**src/hdl/fp_ss_pkg.sv**
```systemverilog
/*
 * FP subsystem package
 * Widths, OP-FP encodings, operation codes and pipeline payload types
 */
package fp_ss_pkg;

  // ------------------------------
  // Widths and word types
  // ------------------------------
  localparam int unsigned FLEN = 32;

  typedef logic [FLEN-1:0] fp_word_t;
  typedef logic [4:0]      fp_reg_idx_t;
  typedef logic [31:0]     instr_t;

  // ------------------------------
  // OP-FP encoding fields
  // ------------------------------
  localparam logic [6:0] OPCODE_OP_FP = 7'b1010011;

  // funct7 including fmt = S
  localparam logic [6:0] F7_SGNJ_S   = 7'b0010000;
  localparam logic [6:0] F7_MINMAX_S = 7'b0010100;
  localparam logic [6:0] F7_CMP_S    = 7'b1010000;
  localparam logic [6:0] F7_MV_X_W   = 7'b1110000;

  localparam logic [2:0] F3_SGNJ  = 3'b000;
  localparam logic [2:0] F3_SGNJN = 3'b001;
  localparam logic [2:0] F3_SGNJX = 3'b010;
  localparam logic [2:0] F3_MIN   = 3'b000;
  localparam logic [2:0] F3_MAX   = 3'b001;
  localparam logic [2:0] F3_FEQ   = 3'b010;
  localparam logic [2:0] F3_FLT   = 3'b001;
  localparam logic [2:0] F3_FLE   = 3'b000;

  // Single precision constants
  localparam fp_word_t   CANON_NAN = 32'h7FC0_0000;
  localparam logic [7:0] EXP_ONES  = 8'hFF;

  // ------------------------------
  // Operation and payload types
  // ------------------------------
  typedef enum logic [2:0] {
    OP_SGNJ,
    OP_MINMAX,
    OP_CMP,
    OP_MV,
    OP_ILLEGAL
  } fp_op_e;

  // Decoded request, 75 bits
  typedef struct packed {
    fp_op_e      op;
    logic [2:0]  funct3;
    fp_reg_idx_t rd;
    fp_word_t    a;
    fp_word_t    b;
  } fp_dec_t;

  // Response, 38 bits
  typedef struct packed {
    fp_word_t    data;
    fp_reg_idx_t id;
    logic        error;
  } fp_resp_t;

endpackage

```
**src/hdl/fp_stage_reg.sv**
```systemverilog
/*
 * One-entry valid/ready pipeline register, generic over its payload
 */
`timescale 1ns/1ps

module fp_stage_reg #(
  parameter type payload_t = logic
) (
  input  logic     clk_i,
  input  logic     rst_i,
  input  logic     in_valid_i,
  input  payload_t in_data_i,
  output logic     in_ready_o,
  output logic     out_valid_o,
  output payload_t out_data_o,
  input  logic     out_ready_i
);

  logic     valid_q;
  payload_t data_q;

  // Accept when empty or when the held item leaves this cycle
  assign in_ready_o = ~valid_q | out_ready_i;

  always_ff @(posedge clk_i) begin
    if (rst_i) begin
      valid_q <= 1'b0;
    end else if (in_ready_o) begin
      valid_q <= in_valid_i;
    end
  end

  always_ff @(posedge clk_i) begin
    if (in_valid_i && in_ready_o) begin
      data_q <= in_data_i;
    end
  end

  assign out_valid_o = valid_q;
  assign out_data_o  = data_q;

endmodule

```
**src/hdl/fp_decoder.sv**
```systemverilog
/*
 * FP instruction decoder
 * Classifies OP-FP words, packs operands and rd, and registers event strobes
 */
`timescale 1ns/1ps

module fp_decoder
  import fp_ss_pkg::*;
(
  input  logic        clk_i,
  input  logic        rst_i,
  // Request side
  input  logic        req_valid_i,
  input  instr_t      req_op_i,
  input  fp_word_t    req_arga_i,
  input  fp_word_t    req_argb_i,
  output logic        req_ready_o,
  // Towards stage register 1
  output logic        dec_valid_o,
  output fp_dec_t     dec_o,
  input  logic        dec_ready_i,
  // Core event strobes
  output logic        issue_fpu_o,
  output logic        issue_core_to_fpu_o
);

  logic [6:0] opcode;
  logic [6:0] funct7;
  logic [2:0] funct3;
  logic [4:0] rs2;
  fp_op_e     op;
  logic       req_hs;

  assign opcode = req_op_i[6:0];
  assign funct3 = req_op_i[14:12];
  assign rs2    = req_op_i[24:20];
  assign funct7 = req_op_i[31:25];

  // ------------------------------
  // Instruction match
  // ------------------------------
  always_comb begin
    op = OP_ILLEGAL;
    if (opcode == OPCODE_OP_FP) begin
      case (funct7)
        F7_SGNJ_S: begin
          if (funct3 inside {F3_SGNJ, F3_SGNJN, F3_SGNJX}) op = OP_SGNJ;
        end
        F7_MINMAX_S: begin
          if (funct3 inside {F3_MIN, F3_MAX}) op = OP_MINMAX;
        end
        F7_CMP_S: begin
          if (funct3 inside {F3_FEQ, F3_FLT, F3_FLE}) op = OP_CMP;
        end
        F7_MV_X_W: begin
          // FMV.X.W has funct3 000 and no rs2
          if (funct3 == 3'b000 && rs2 == 5'd0) op = OP_MV;
        end
        default: op = OP_ILLEGAL;
      endcase
    end
  end

  always_comb begin
    dec_o.op     = op;
    dec_o.funct3 = funct3;
    dec_o.rd     = req_op_i[11:7];
    dec_o.a      = req_arga_i;
    dec_o.b      = req_argb_i;
  end

  // Handshake passes straight through to the first stage
  assign dec_valid_o = req_valid_i;
  assign req_ready_o = dec_ready_i;
  assign req_hs      = req_valid_i & dec_ready_i;

  // ------------------------------
  // Event strobes
  // ------------------------------
  always_ff @(posedge clk_i) begin
    if (rst_i) begin
      issue_core_to_fpu_o <= 1'b0;
      issue_fpu_o         <= 1'b0;
    end else begin
      issue_core_to_fpu_o <= req_hs;
      // Illegal words are answered but never reach the unit
      issue_fpu_o         <= req_hs & (op != OP_ILLEGAL);
    end
  end

endmodule

```
**src/hdl/fp_alu.sv**
```systemverilog
/*
 * FP32 ALU
 * Sign injection, min/max, compare and raw move, all combinational
 */
`timescale 1ns/1ps

module fp_alu
  import fp_ss_pkg::*;
(
  input  fp_dec_t  dec_i,
  output fp_resp_t resp_o
);

  logic     a_sign, b_sign;
  logic     a_nan, b_nan;
  logic     both_zero;
  logic     a_lt_b;
  logic     feq, flt, fle;
  logic     cmp_bit;
  fp_word_t sgnj_res;
  fp_word_t minmax_res;

  assign a_sign = dec_i.a[FLEN-1];
  assign b_sign = dec_i.b[FLEN-1];

  assign a_nan = (dec_i.a[30:23] == EXP_ONES) && (dec_i.a[22:0] != '0);
  assign b_nan = (dec_i.b[30:23] == EXP_ONES) && (dec_i.b[22:0] != '0);

  assign both_zero = (dec_i.a[30:0] == '0) && (dec_i.b[30:0] == '0);

  // ------------------------------
  // Ordering, -0 below +0
  // ------------------------------
  always_comb begin
    if (a_sign != b_sign) begin
      a_lt_b = a_sign;
    end else if (!a_sign) begin
      a_lt_b = dec_i.a[30:0] < dec_i.b[30:0];
    end else begin
      // Both negative, larger magnitude is smaller
      a_lt_b = dec_i.a[30:0] > dec_i.b[30:0];
    end
  end

  // Compare treats the two zeros as equal
  assign feq = (dec_i.a == dec_i.b) | both_zero;
  assign flt = a_lt_b & ~both_zero;
  assign fle = flt | feq;

  always_comb begin
    case (dec_i.funct3)
      F3_FEQ:  cmp_bit = feq;
      F3_FLT:  cmp_bit = flt;
      F3_FLE:  cmp_bit = fle;
      default: cmp_bit = 1'b0;
    endcase
    if (a_nan || b_nan) cmp_bit = 1'b0;
  end

  always_comb begin
    case (dec_i.funct3)
      F3_SGNJ:  sgnj_res = {b_sign, dec_i.a[30:0]};
      F3_SGNJN: sgnj_res = {~b_sign, dec_i.a[30:0]};
      F3_SGNJX: sgnj_res = {a_sign ^ b_sign, dec_i.a[30:0]};
      default:  sgnj_res = dec_i.a;
    endcase
  end

  always_comb begin
    if (a_nan && b_nan) begin
      minmax_res = CANON_NAN;
    end else if (a_nan) begin
      minmax_res = dec_i.b;
    end else if (b_nan) begin
      minmax_res = dec_i.a;
    end else if (dec_i.funct3 == F3_MAX) begin
      minmax_res = a_lt_b ? dec_i.b : dec_i.a;
    end else begin
      minmax_res = a_lt_b ? dec_i.a : dec_i.b;
    end
  end

  // ------------------------------
  // Result select
  // ------------------------------
  always_comb begin
    resp_o.id    = dec_i.rd;
    resp_o.error = 1'b0;
    resp_o.data  = '0;
    case (dec_i.op)
      OP_SGNJ:   resp_o.data = sgnj_res;
      OP_MINMAX: resp_o.data = minmax_res;
      OP_CMP:    resp_o.data = {{(FLEN-1){1'b0}}, cmp_bit};
      OP_MV:     resp_o.data = dec_i.a;
      default:   resp_o.error = 1'b1;
    endcase
  end

endmodule

```
**src/hdl/fp_ss_top.sv**
```systemverilog
/*
 * FP subsystem top
 * Decoder, two-stage pipeline and ALU behind valid/ready request and response ports
 */
`timescale 1ns/1ps

module fp_ss_top
  import fp_ss_pkg::*;
(
  input  logic        clk_i,
  input  logic        rst_i,
  // Request port
  input  logic        acc_req_valid_i,
  input  instr_t      acc_req_op_i,
  input  fp_word_t    acc_req_arga_i,
  input  fp_word_t    acc_req_argb_i,
  output logic        acc_req_ready_o,
  // Response port
  output logic        acc_resp_valid_o,
  output fp_word_t    acc_resp_data_o,
  output fp_reg_idx_t acc_resp_id_o,
  output logic        acc_resp_error_o,
  input  logic        acc_resp_ready_i,
  // Core event strobes
  output logic        issue_fpu_o,
  output logic        issue_core_to_fpu_o
);

  logic     dec_valid, dec_ready;
  fp_dec_t  dec_data;
  logic     s1_valid, s1_ready;
  fp_dec_t  s1_data;
  fp_resp_t alu_resp;
  fp_resp_t resp_data;

  fp_decoder u_decoder (
    .clk_i               (clk_i),
    .rst_i               (rst_i),
    .req_valid_i         (acc_req_valid_i),
    .req_op_i            (acc_req_op_i),
    .req_arga_i          (acc_req_arga_i),
    .req_argb_i          (acc_req_argb_i),
    .req_ready_o         (acc_req_ready_o),
    .dec_valid_o         (dec_valid),
    .dec_o               (dec_data),
    .dec_ready_i         (dec_ready),
    .issue_fpu_o         (issue_fpu_o),
    .issue_core_to_fpu_o (issue_core_to_fpu_o)
  );

  fp_stage_reg #(.payload_t(fp_dec_t)) u_dec_stage (
    .clk_i       (clk_i),
    .rst_i       (rst_i),
    .in_valid_i  (dec_valid),
    .in_data_i   (dec_data),
    .in_ready_o  (dec_ready),
    .out_valid_o (s1_valid),
    .out_data_o  (s1_data),
    .out_ready_i (s1_ready)
  );

  fp_alu u_alu (
    .dec_i  (s1_data),
    .resp_o (alu_resp)
  );

  // Result stage drives the response port
  fp_stage_reg #(.payload_t(fp_resp_t)) u_resp_stage (
    .clk_i       (clk_i),
    .rst_i       (rst_i),
    .in_valid_i  (s1_valid),
    .in_data_i   (alu_resp),
    .in_ready_o  (s1_ready),
    .out_valid_o (acc_resp_valid_o),
    .out_data_o  (resp_data),
    .out_ready_i (acc_resp_ready_i)
  );

  assign acc_resp_data_o  = resp_data.data;
  assign acc_resp_id_o    = resp_data.id;
  assign acc_resp_error_o = resp_data.error;

endmodule

```
**config.mk**
```make
export PLATFORM = sky130hd
export DESIGN_NAME = fp_ss_top
export DESIGN_NICKNAME = d
export VERILOG_FILES = /design/src/hdl/fp_ss_pkg.sv /design/src/hdl/fp_stage_reg.sv /design/src/hdl/fp_decoder.sv /design/src/hdl/fp_alu.sv /design/src/hdl/fp_ss_top.sv
export SDC_FILE = /design/constraint.sdc
export NUM_CORES = 1
export LEC_CHECK = 0
export ABC_CLOCK_PERIOD_IN_PS = 5400
export BUFFER_PORTS_ARGS = -buffer_cell sky130_fd_sc_hd__buf_2
export CORE_UTILIZATION = 50
export DETAILED_ROUTE_END_ITERATION = 8
export PLACE_DENSITY = 0.77
export SKIP_CTS_REPAIR_TIMING = 1
export SLEW_MARGIN = 20
export SYNTH_ARGS = -nofsm -noshare
export SYNTH_HDL_FRONTEND = slang
export SYNTH_SLANG_ARGS = --single-unit
```
**constraint.sdc**
```tcl
create_clock -name clk_i -period 5.4 [get_ports clk_i]
set_clock_uncertainty 0.05 [all_clocks]
set_input_delay 0.81 -clock clk_i [delete_from_list [all_inputs] [get_ports clk_i]]
set_output_delay 0.81 -clock clk_i [all_outputs]
set_load 0.03 [all_outputs]
```
After elaboration in Yosys (flattened, before gate mapping)
Index checks and enable logic that the tools add are counted.
{"block": "word_totals", "regBits": 117, "latch_bits": 0, "ramBits": 0, "romBits": 0, "inputBits": 100, "out_inout_bits": 42, "elab_cells": 81, "mem_count": 0}
{"block": "classes", "n_addsub": 0, "n_mul": 0, "div_mod_pow": 0, "order_cmp": 2, "n_eq_ne": 17, "n_shift": 0, "n_mux": 19, "bitwise": 12, "n_reduce_logical": 19}
{"op": "32-bit two-way mux", "n": 6}
{"op": "32-bit one-hot mux with 4 select lines", "n": 1}
{"op": "32-bit one-hot mux with 3 select lines", "n": 1}
{"op": "31-bit zero test", "n": 2}
{"op": "23-bit nonzero test", "n": 2}
{"op": "32-bit equality test", "n": 1}
{"op": "31-bit greater-than comparator", "n": 1}
{"op": "31-bit < comparator", "n": 1}
{"op": "7-bit equality test (second input constant)", "n": 3}
{"op": "8-bit equality test (second input constant)", "n": 2}
{"op": "3-bit two-way mux", "n": 5}
{"op": "7-bit by 5-bit equality test with 1-bit output (second input constant)", "n": 2}
{"op": "3-bit by 2-bit equality test with 1-bit output (second input constant)", "n": 4}
{"op": "3-bit one-hot mux with 4 select lines", "n": 1}
{"op": "3-bit by 1-bit equality test with 1-bit output (second input constant)", "n": 3}
{"op": "3-bit zero test", "n": 3}
{"op": "1-bit logical AND", "n": 7}
{"op": "5-bit zero test", "n": 1}
{"op": "1-bit two-way mux", "n": 4}
{"op": "1-bit inverter", "n": 4}
{"op": "1-bit OR", "n": 4}
{"op": "4-bit OR reduction", "n": 1}
{"op": "1-bit bitwise AND", "n": 3}
{"op": "3-bit != test (second input constant)", "n": 1}
{"op": "6 further kinds", "n": 6}

Longest topological paths before layout
Gate-level depths: netlist (run 1).
{"block": "logic_depth", "ltp_word": 9, "depth_mapped": 11, "ltp_nobuf": 10}

By module
Synthesis (run 1) repeated with hierarchy kept, for this count alone.
{"block": "hier_totals", "cells_unflattened": 490, "hier_area_um2": 6184.7}
{"mod": "fp_stage_reg (u_dec_stage)", "n_inst": 1, "cells_per_inst": 80, "area_per_inst_um2": 2307.2, "seq_area_each_um2": 2272.2}
{"mod": "fp_alu", "n_inst": 1, "cells_per_inst": 264, "area_per_inst_um2": 1889.3, "seq_area_each_um2": 0.0}
{"mod": "fp_stage_reg (u_resp_stage)", "n_inst": 1, "cells_per_inst": 43, "area_per_inst_um2": 1196.1, "seq_area_each_um2": 1161.1}
{"mod": "fp_decoder", "n_inst": 1, "cells_per_inst": 103, "area_per_inst_um2": 792.0, "seq_area_each_um2": 40.0}

Worst setup path before layout (run 1)
OpenSTA, ideal clock, no wires.
{"block": "synth_path", "path_type": "input port to flip-flop", "start": "input port acc_resp_ready_i", "end": "register u_dec_stage.data_q (netlist bit u_dec_stage.out_data_o[0]) (enable)", "setup_time_ns": 0.429, "t_arrival_ns": 2.720, "required_time_ns": 4.921, "path_slack_ns": 2.201, "cell_stages": 4, "path_buffers": 0, "path_cell_list": "nor2b_1 > nand2_1 > nand2_1 > inv_1"}
{"block": "synth_between", "elab_chain_len": 3}
{"item": "start, declared", "line_no": "fp_ss_top.sv:23", "source": "input logic acc_resp_ready_i,"}
{"item": "1-bit OR (2 in series)", "line_no": "fp_stage_reg.sv:23", "source": "assign in_ready_o = ~valid_q | out_ready_i;"}
{"item": "via acc_req_ready_o", "line_no": "fp_ss_top.sv:17", "source": "output logic acc_req_ready_o,"}
{"item": "1-bit logical AND", "line_no": "fp_stage_reg.sv:34", "source": "if (in_valid_i && in_ready_o) begin"}
{"item": "end signal, assigned", "line_no": "fp_stage_reg.sv:35", "source": "data_q <= in_data_i;"}
{"item": "end, declared", "line_no": "fp_stage_reg.sv:20", "source": "payload_t data_q;"}
The timed path passes the listed nets, and every way through them passes these cells.
A chain may end at the register's enable or synchronous reset.

==> results of run 1 <==
## synth_stat cells, types with 2 or more instances
master	count	share of area [%]
a21oi_1	16	1.4
dfxtp_1	4	1.4
nand4_2	2	0.45
a22o_1	21	3.3
nand2b_1	4	0.45
nand3_1	13	1.2
a211oi_1	4	0.54
o21ai_1	4	0.36
o211ai_1	2	0.27
buf_2	4	0.36
inv_1	35	2.4
o311ai_1	6	0.95
nand4b_1	2	0.32
a211o_1	3	0.47
ha_1	33	7.4
nor3_1	10	0.90
nor4b_1	2	0.32
nor3b_1	8	1.1
or4_1	3	0.41
clkbuf_1	8	0.54
nor2b_1	5	0.56
nor4_1	14	1.6
nand4_1	11	1.2
edfxtp_1	113	61
o311ai_0	2	0.32
nand2_1	20	1.4
a31oi_1	9	1.0
nor2_1	27	1.8
o21ai_0	17	1.5
## per-layer routing
| metal | track usage, % | vias up | routed length (um) |
|---|---|---|---|
| met5 | 0 | - | 0 |
| met4 | 11.9 | 0 | 307 |
| met3 | 4.00 | 21 | 749 |
| met2 | 39.2 | 173 | 6110 |
| met1 | 29.9 | 2008 | 5570 |
| li1 | - | 1978 | - |
## placed cells by master (no fill, tap or decap), types with 3 or more instances in the layout
master / instances
a211o_1: 3
a211oi_1: 3
a21oi_1: 16
a22o_1: 21
a31oi_1: 9
buf_2: 136
buf_4: 3
clkbuf_1: 8
clkbuf_16: 16
clkinv_2: 5
dfxtp_1: 4
edfxtp_1: 113
ha_1: 33
inv_1: 34
nand2_1: 20
nand2b_1: 4
nand3_1: 13
nand4_1: 11
nor2_1: 27
nor2b_1: 4
nor3_1: 10
nor3b_1: 8
nor4_1: 14
o21ai_0: 17
o21ai_1: 4
o311ai_1: 6
or4_1: 3
## critical path, cell delays in order (launching register included)
cell       delay (ns)
edfxtp_1         0.40
inv_1            0.06
ha_1             0.33
a21oi_1          0.15
o21ai_1          0.13
a2111oi_1        0.42
o21ai_1          0.17
a211o_1          0.37
a21boi_2         0.49
o31a_1           0.82
a22o_1           0.25
## power by group
| group | switching (mW) | total (mW) | internal [mW] | leakage [nW] |
|---|---|---|---|---|
| sequential | 0.0398 | 1.09 | 1.05 | 1.12 |
| clock | 0.357 | 0.973 | 0.616 | 0.255 |
| combinational | 0.129 | 0.214 | 0.0852 | 1.41 |
## worst paths after layout
path                                                 start                          end  slack [ns]  depth (start not counted)
worst max register to register  u_dec_stage.out_data_o[18]  u_resp_stage.out_data_o[24]        1.61                         10
worst max-delay path            u_dec_stage.out_data_o[18]  u_resp_stage.out_data_o[24]        1.61                         10
worst min register to register  u_dec_stage.out_data_o[67]   u_resp_stage.out_data_o[4]        0.37                          0
worst min-delay path            u_dec_stage.out_data_o[67]   u_resp_stage.out_data_o[4]        0.37                          0
## logic make-up (layout without fill, tap and decap cells)
kind of cell / Yosys count / in the layout / share of synthesized area, %
and+or+nand+nor: 129 / 129 / 13.1
DFF: 117 / 117 / 62.6
AOI/OAI and AO/OA: 99 / 99 / 12.8
buffers and inverters: 50 / 207 / 3.68
adders and majority gates: 33 / 33 / 7.45
xor gates and xnor gates: 1 / 1 / 0.158
muxes: 1 / 1 / 0.181
## sequential cells by signal, indices dropped and copies added (netlist names)
| register | cells |
|---|---|
| u_decoder.issue_fpu_o | 1 |
| u_dec_stage.out_valid_o | 1 |
| u_resp_stage.out_valid_o | 1 |
| u_resp_stage.out_data_o | 38 |
| u_decoder.issue_core_to_fpu_o | 1 |
| u_dec_stage.out_data_o | 75 |
## final cells by class
cell class,count,share of cell area [%]
sequential,117,50.3
multi-input combinational,263,27.2
timing repair buffer,140,10.6
clock buffer,26,6.63
tap,140,2.54
inverter,35,1.90
clock inverter,6,0.797
## stage by stage
| stage | hold slack, ns | utilization, % | instance area [um^2] | total power [mW] |
|---|---|---|---|---|
| after global routing | 0.385 | 63.7 | 6900 | 2.35 |
| final | 0.368 | 63.7 | 6900 | 2.28 |
| after global placement | 0.355 | 58.7 | 6360 | 1.31 |
| after detailed placement | 0.356 | 58.7 | 6360 | 1.32 |
| after CTS | 0.369 | 63.4 | 6880 | 2.29 |
| after floorplan | 0.350 | - | 5550 | 1.23 |
==> out/summary.txt, run 1 <==
Run status -> finished clean
Routed wire length -> 12.7 mm
Least-Margin Pin Slew -> 0.917 ns
Synth Area per Inst -> 12.9 um^2
Nature of the critical path endpoint -> register
Syn_nets -> 563
DRT Pass-1 Iters -> 5
Core ar. -> 0.0108 mm^2
Fill count -> 849
Netlist Area Pre-Place -> 0.00555 mm^2
Area grow syn2layout -> 24.5%
Worst-path clk slew -> 0.05 ns
Total Routing Usage GR -> 23.6%
Ant. Diodes -> 0
Worst setup SP type -> register
Worst Path Required -> 5.73 ns
Layout net count -> 707
Async S/R FF share, synth -> 0%
CTS HTree Levels -> 4
Distinct cell type count after synthesis -> 57
Max-cap violation count -> 0
Total Neg Setup Slack -> 0 ns
DR WL/cell -> 17.5 um
Die area -> 0.0115 mm^2
DR vias -> 4180
Cell count after placement -> 694
Largest net degree at the start of global routing -> 49
CP arrival -> 4.12 ns
Clk_lat worst skew -> 0.53 ns
Die H -> 107 um
CP Class -> register to register
Rows -> 38
Register area -> 0.00347 mm^2
Worst setup margin -> 1.61 ns
VDD IR max -> 0.314 mV
Placer Congestion -> 0.850
Clk buf depth -> 2
Number of synthesized flops with an enable pin -> 113
CP max FO -> 21
DP HPWL -> 9.15 mm
Period utilization -> 70.2%
Max Slew Vio Count -> 0
DRC -> 0
DP Worst Slack -> 1.73 ns
Worst hold path type -> register to register
Synthesized flop and latch total -> 117
Root Buffer -> clkbuf_8
Area of the multi-input gates -> 0.00188 mm^2
GRT overflow -> 0
First-pass GRT wire length -> 19.9 mm
Post-route antenna net violation count -> 0
Leak Pwr -> 2.79 nW
Number of global-route vias before repair -> 4063
Mapped Cells -> 430
Main synth FF type -> edfxtp_1
Yosys Warn Count -> 0
Die X -> 107 um
Endpoints failing hold -> 0
Port Buffers -> 136
Cell Count, Final, Fillers Out -> 727
Final setup fails -> 0
Io pins -> 142
DR vias/cell -> 5.75
Initial core utilization -> 51.2%
Total CTS buffers -> 17
Initial antenna violation count -> 0
Post-synthesis sequential area ratio -> 62.6%
CTS Sinks -> 117
Rel. slew slack -> 38.9%
Drt initial violations -> 332
Pwr/cell area -> 330 mW/mm^2
Highest Clock Rate -> 264 MHz
Proportion of layout cells with a drive suffix above 1 -> 30.5%
Final Critical Period -> 3.79 ns
CTS tree -> yes
RSZ-0062 raised after global routing -> false
No activity file was read; power rests on OpenSTA's default activity.
==> run 2, diff against run 1 <==
Settings changed: ABC_AREA from default to 1, ABC_CLOCK_PERIOD_IN_PS 5400 to 3200, CORE_UTILIZATION 50 to 49, PLACE_DENSITY 0.77 to 0.78.
Clock period 5.4 ns to 3.2 ns, I/O delays scaled along.
==> run 2 against run 1 <==
Net effect:
- non-clock buffer count rose by 2
- global-route usage is 0.64 points lower
- register-to-register slack got worse by 1.3 ns
- combinational power increased by 91%
- power grew 84%
- flip-flop and latch count did not move
- die area is 11% higher
- setup slack lost 1.3 ns
- via count increased by 17%
- largest power group is now clock
==> out/summary.txt, run 2 <==
DR WL/cell -> 15.4 um
Syn_nets -> 743
Max Slew Vio Count -> 0
Die X -> 113 um
Layout net count -> 887
GRT overflow -> 0
CP Class -> register to register
Drt initial violations -> 376
Post-synthesis simple-gate area fraction -> 23.2%
Routed wire length -> 14.1 mm
Worst Path Required -> 3.32 ns
First-pass GRT wire length -> 22.0 mm
Hold depth -> 1
Post-synth top cells -> 199 x nand2_1, 113 x edfxtp_1, 76 x inv_1, 35 x nand3_1, 33 x ha_1
Run status -> finished clean
Slowest Stage Delay on Critical Path -> 0.46 ns
Highest Clock Rate -> 341 MHz
Root Buffer -> clkbuf_16
Worst hold path type -> input pin to register
Largest register FFs -> 75
Cell count after placement -> 882
Worst-path cell chain -> ha_1 -> nand2_1 -> nor2_2 -> nand4_2 -> nor3_1 -> nand2_1 -> nand2_1 -> nand2_1 -> nand3_1 -> nand3_2 -> nand2_4 -> nand2_1 -> nand2_1 -> a21oi_2
Pwr/cell area -> 563 mW/mm^2
Cell Count, Final, Fillers Out -> 914
Max-cap violation count -> 0
Post-route antenna net violation count -> 0
Synthesized flop and latch total -> 117
Period utilization -> 91.7%
Io pins -> 142
Top post-synthesis cells by area -> edfxtp_1 56%, nand2_1 12%, ha_1 6.9%
Most frequent cells in the layout -> 199 x nand2_1, 136 x buf_2, 113 x edfxtp_1
Netlist Area Pre-Place -> 0.00602 mm^2
Count leader, synth -> nand2_1
Area grow syn2layout -> 24.1%
Area of the multi-input gates -> 0.00216 mm^2
Async S/R FF share, synth -> 0%
Distinct cell type count after synthesis -> 33
Clk_lat worst skew -> 0.42 ns
Synth Area in XOR/XNOR -> 0%
Synth area leader -> edfxtp_1
Number of synthesized flops with an enable pin -> 113
Die H -> 113 um
Port Buffers -> 136
DRT Pass-1 Iters -> 5
Core ar. -> 0.0120 mm^2
DP Worst Slack -> 0.263 ns
Clk buf depth -> 2
CTS tree -> yes
CTS Sinks -> 117
Yosys Warn Count -> 0
CP arrival -> 3.05 ns
Main synth FF type -> edfxtp_1
Worst r2r path cells -> 14
DP HPWL -> 10.2 mm
CP max FO -> 31
Rows -> 40
Cell mode on critical path -> nand2_1
Initial core utilization -> 50.1%
Number of global-route vias before repair -> 4664
DR vias -> 4871
Largest net degree at the start of global routing -> 76
Die area -> 0.0127 mm^2
Synth Area per Inst -> 9.87 um^2
Crit-path slowest cell -> edfxtp_1
Least-Margin Pin Slew -> 0.964 ns
Placer Congestion -> 0.889
Post-synthesis sequential area ratio -> 57.7%
Commonest non-fill, non-tap cell in the layout -> nand2_1
Total CTS buffers -> 17
Nature of the critical path endpoint -> register
WP buf/inv -> 0
Top cell type's share of synthesized area -> 56.4%
Mapped Cells -> 610
Worst-path clk slew -> 0.05 ns
Worst setup SP type -> register
Crit-path leading delay family -> simple AND/OR/NAND/NOR gates
Total Neg Setup Slack -> 0 ns
Initial antenna violation count -> 0
DR vias/cell -> 5.33
Fill count -> 960
Rel. slew slack -> 35.5%
Ant. Diodes -> 0
DRC -> 0
CTS HTree Levels -> 4
Largest family of logic cells by synthesized area -> simple AND/OR/NAND/NOR gates
Proportion of layout cells with a drive suffix above 1 -> 26.7%
Total Routing Usage GR -> 23.0%
Stages on worst setup path -> 14
VDD IR max -> 0.612 mV
Register area -> 0.00347 mm^2
RSZ-0062 raised after global routing -> false
Synth Area in Adders -> 6.86%
Endpoints failing hold -> 0
Synth Area in Compound Gates -> 5.72%
Worst setup margin -> 0.266 ns
Final setup fails -> 0
Final Critical Period -> 2.93 ns
Leak Pwr -> 3.27 nW
Mux contribution to synthesized area -> 0%
[run 2: layout make-up]
cell class	instances	share of cell area, %
flip-flops and latches	117	46.5
multi-input cells	398	29.0
repair buffers	142	9.88
clock buffers	22	6.21
inverters	78	3.92
well taps	147	2.46
clock inverters	10	2.04
[run 2: worst reg2reg max path, cell delays in order (launching register included)]
cell,delay (ns)
edfxtp_1,0.46
ha_1,0.34
nand2_1,0.08
nor2_2,0.16
nand4_2,0.14
nor3_1,0.21
nand2_1,0.10
nand2_1,0.08
nand2_1,0.08
nand3_1,0.09
nand3_2,0.23
nand2_4,0.36
nand2_1,0.14
nand2_1,0.11
a21oi_2,0.06
[run 2: metal layers]
metal  share of wire (%)  global-route usage, %
met1                  41                   27.2
met2                  48                   37.7
met3                 7.8                   7.34
met4                 2.7                   11.6
met5                   0                      0
[run 2: power by group]
group	internal (mW)	switching, mW	leakage (nW)
logic	0.146	0.262	1.81
clock network	1.33	0.645	0.304
registers	1.77	0.0500	1.15
[run 2: cells by family (layout without fill, tap and decap cells)]
| family | Yosys count | count (layout) |
|---|---|---|
| AOI/OAI and AO/OA | 49 | 49 |
| DFF | 117 | 117 |
| and+or+nand+nor | 316 | 316 |
| buffers and inverters | 95 | 252 |
| adders and majority gates | 33 | 33 |
[run 2: path summary, 6_finish.rpt]
check	start	endpoint	slack [ns]
max	u_dec_stage.out_data_o[62]	u_resp_stage.out_data_o[20]	0.27
min	acc_req_arga_i[29]	u_dec_stage.out_data_o[61]	0.18
max reg2reg	u_dec_stage.out_data_o[62]	u_resp_stage.out_data_o[20]	0.27
min reg2reg	u_dec_stage.out_data_o[64]	u_resp_stage.out_data_o[1]	0.37
[run 2: through the flow]
step	hold slack [ns]	util, %	instance area, um^2	power, mW
5_1_grt	0.161	62.2	7470	4.35
4_1_cts	0.162	62.2	7470	4.24
3_5_place_dp	0.355	57.1	6850	2.25
3_3_place_gp	0.354	57.1	6850	2.23
6_report	0.179	62.2	7470	4.20
2_1_floorplan	0.350	-	6020	2.11
==> run 3, diff against run 2 <==
--- a/config.mk
+++ b/config.mk
@@ -13,2 +13,3 @@
 export PLACE_DENSITY = 0.78
+export SETUP_SLACK_MARGIN = 0.5
 export SKIP_CTS_REPAIR_TIMING = 1
--- a/constraint.sdc
+++ b/constraint.sdc
@@ -4,2 +4,2 @@
 set_output_delay 0.48 -clock clk_i [all_outputs]
-set_load 0.03 [all_outputs]
+set_load 0.05 [all_outputs]
==> run 3 against run 2 <==
Net effect:
- count of clock-buffer cells in the layout is 5 higher
- setup slack gained 0.18 ns
- wire length is 9.7% higher
- global-route usage grew 0.47 points
- combinational power increased by 42%
- core utilization increased by 4.5 points
- die area unchanged
- via count rose by 5.7%
- non-clock buffer count rose by 30
- critical endpoint is now u_resp_stage.out_data_o[10]
- largest power group is now sequential cells
- highest routed layer unchanged
==> out/summary.txt, run 3 (same netlist as run 2, synthesis figures left out) <==
Clk buf depth -> 2
Largest register FFs -> 75
Clock power frac -> 42.7%
Routed wire length -> 15.5 mm
Highest Clock Rate -> 363 MHz
Sequential power share -> 43.4%
CP arrival -> 2.95 ns
R2R Path End -> u_resp_stage.out_data_o[10]
Post-route antenna net violation count -> 0
Die area -> 0.0127 mm^2
Root Buffer -> clkbuf_16
Final Critical Period -> 2.76 ns
Worst-path cell chain -> inv_1 -> nand4_1 -> nor4_1 -> nand4_1 -> nand2_4 -> nor2_1 -> nor2_2 -> buf_4 -> nand2_1 -> a21oi_2
Worst Path Required -> 3.39 ns
Design Power -> 4.19 mW
Io pins -> 142
Initial antenna violation count -> 1
DR WL/cell -> 16.3 um
DP HPWL -> 10.1 mm
Worst-path clk slew -> 0.05 ns
Endpoints failing hold -> 0
Layout Utilization -> 66.7%
Nature of the critical path endpoint -> register
Pwr/cell area -> 523 mW/mm^2
Placer Congestion -> 0.873
Layout net count -> 921
Proportion of layout cells with a drive suffix above 1 -> 35.0%
Largest net degree at the start of global routing -> 76
Psw -> 1.03 mW
Power Internal -> 3.16 mW
Least-Margin Pin Slew -> 0.965 ns
CTS Sinks -> 117
Final setup fails -> 0
Area grow syn2layout -> 33.1%
WHS Endpoint -> u_dec_stage.out_data_o[1]
CTS tree -> yes
DRC -> 0
RSZ-0062 raised after global routing -> true
Run status -> finished clean
Die H -> 113 um
Initial core utilization -> 50.1%
Rows -> 40
Die X -> 113 um
Commonest non-fill, non-tap cell in the layout -> nand2_1
Worst reg2reg startpoint -> u_dec_stage.out_data_o[50]
Total Neg Setup Slack -> 0 ns
CTS HTree Levels -> 4
Rel. slew slack -> 35.5%
Total Routing Usage GR -> 23.4%
Fill count -> 892
Area of the multi-input gates -> 0.00246 mm^2
Worst r2r path cells -> 10
DR vias -> 5147
DR vias/cell -> 5.42
Port Buffers -> 136
Start point of the worst min-delay path -> acc_req_argb_i[1]
Clk_lat worst skew -> 0.42 ns
DP Worst Slack -> 0.334 ns
GRT overflow -> 0
VDD IR max -> 0.400 mV
Number of global-route vias before repair -> 4809
Crit-path slowest cell -> edfxtp_1
Cell mode on critical path -> nand4_1
Register area -> 0.00347 mm^2
Total CTS buffers -> 17
Worst hold path type -> input pin to register
Period utilization -> 86.2%
Logic pwr share -> 13.9%
Worst setup margin -> 0.442 ns
Worst setup SP type -> register
Switching Fraction -> 24.5%
Leak Pwr -> 3.47 nW
Core ar. -> 0.0120 mm^2
Slowest Stage Delay on Critical Path -> 0.47 ns
CP Class -> register to register
Max Slew Vio Count -> 0
Most frequent cells in the layout -> 186 x nand2_1, 136 x buf_2, 113 x edfxtp_1
First-pass GRT wire length -> 22.9 mm
Drt initial violations -> 503
Worst reg-to-reg setup slack -> 0.44 ns
Hold depth -> 1
Max-cap violation count -> 0
DRT Pass-1 Iters -> 5
CP max FO -> 22
Hold Worst Slack -> 0.188 ns
[run 3: changes by cell type in the layout (fill, tap and decap cells not counted), moves of 6 or more]
cell	change
nand2_1	-13
nand3_2	+6
nand3_1	-6
nand2_4	+6
inv_1	-9
buf_4	+24
ha_1	-7
inv_2	+8
nand2_2	+8
ha_4	+7
[run 3: power groups by stage]
| stage | logic, mW | registers, mW | clock network (mW) |
|---|---|---|---|
| 5_1_grt | 0.633 | 1.82 | 1.88 |
| 3_3_place_gp | 0.413 | 1.84 | 0 |
| 3_5_place_dp | 0.431 | 1.84 | 0 |
| 4_1_cts | 0.435 | 1.81 | 1.81 |
| 2_1_floorplan | 0.246 | 1.88 | 0 |
| 6_report | 0.581 | 1.82 | 1.79 |
[run 3: worst max-delay path by stage]
stage / startpoint / end / slack, ns
detailed placement: u_dec_stage.out_data_o[62] / u_resp_stage.out_data_o[14] / 0.33
floorplan: u_resp_stage.out_valid_o / u_dec_stage.out_data_o[0] / 0.52
global placement: u_dec_stage.out_data_o[62] / u_resp_stage.out_data_o[9] / 0.38
CTS: u_dec_stage.out_data_o[62] / u_resp_stage.out_data_o[14] / 0.32
finish: u_dec_stage.out_data_o[50] / u_resp_stage.out_data_o[10] / 0.44
global route: u_dec_stage.out_data_o[60] / u_resp_stage.out_data_o[26] / 0.38
[run 3: stage by stage]
step / instances / cell area (um^2)
2_1_floorplan: 610 / 6030
3_3_place_gp: 882 / 6860
3_5_place_dp: 882 / 6860
4_1_cts: 914 / 7430
5_1_grt: 949 / 8010
6_report: 949 / 8010
[run 3: per-layer routing]
| layer | GRT usage, % | wire length (um) |
|---|---|---|
| met3 | 5.57 | 1240 |
| met2 | 39.3 | 7570 |
| met5 | 0 | 0 |
| met4 | 10.6 | 498 |
| met1 | 28.9 | 6160 |
[run 3: critical path: cells and delay by family (launching register included)]
| family | cells | cell delay [ns] |
|---|---|---|
| flops | 1 | 0.47 |
| simple gates | 7 | 1.42 |
| buf+inv | 2 | 0.42 |
| compound gates | 1 | 0.20 |
[run 3: final cells by class]
cell class                 instances  share of cell area, %
tap                              147                   2.30
timing repair buffer             172                   12.9
sequential                       117                   43.4
antenna                            1                 0.0312
clock buffer                      27                   6.40
multi-input combinational        402                   30.7
clock inverter                     5                  0.625
inverter                          78                   3.70
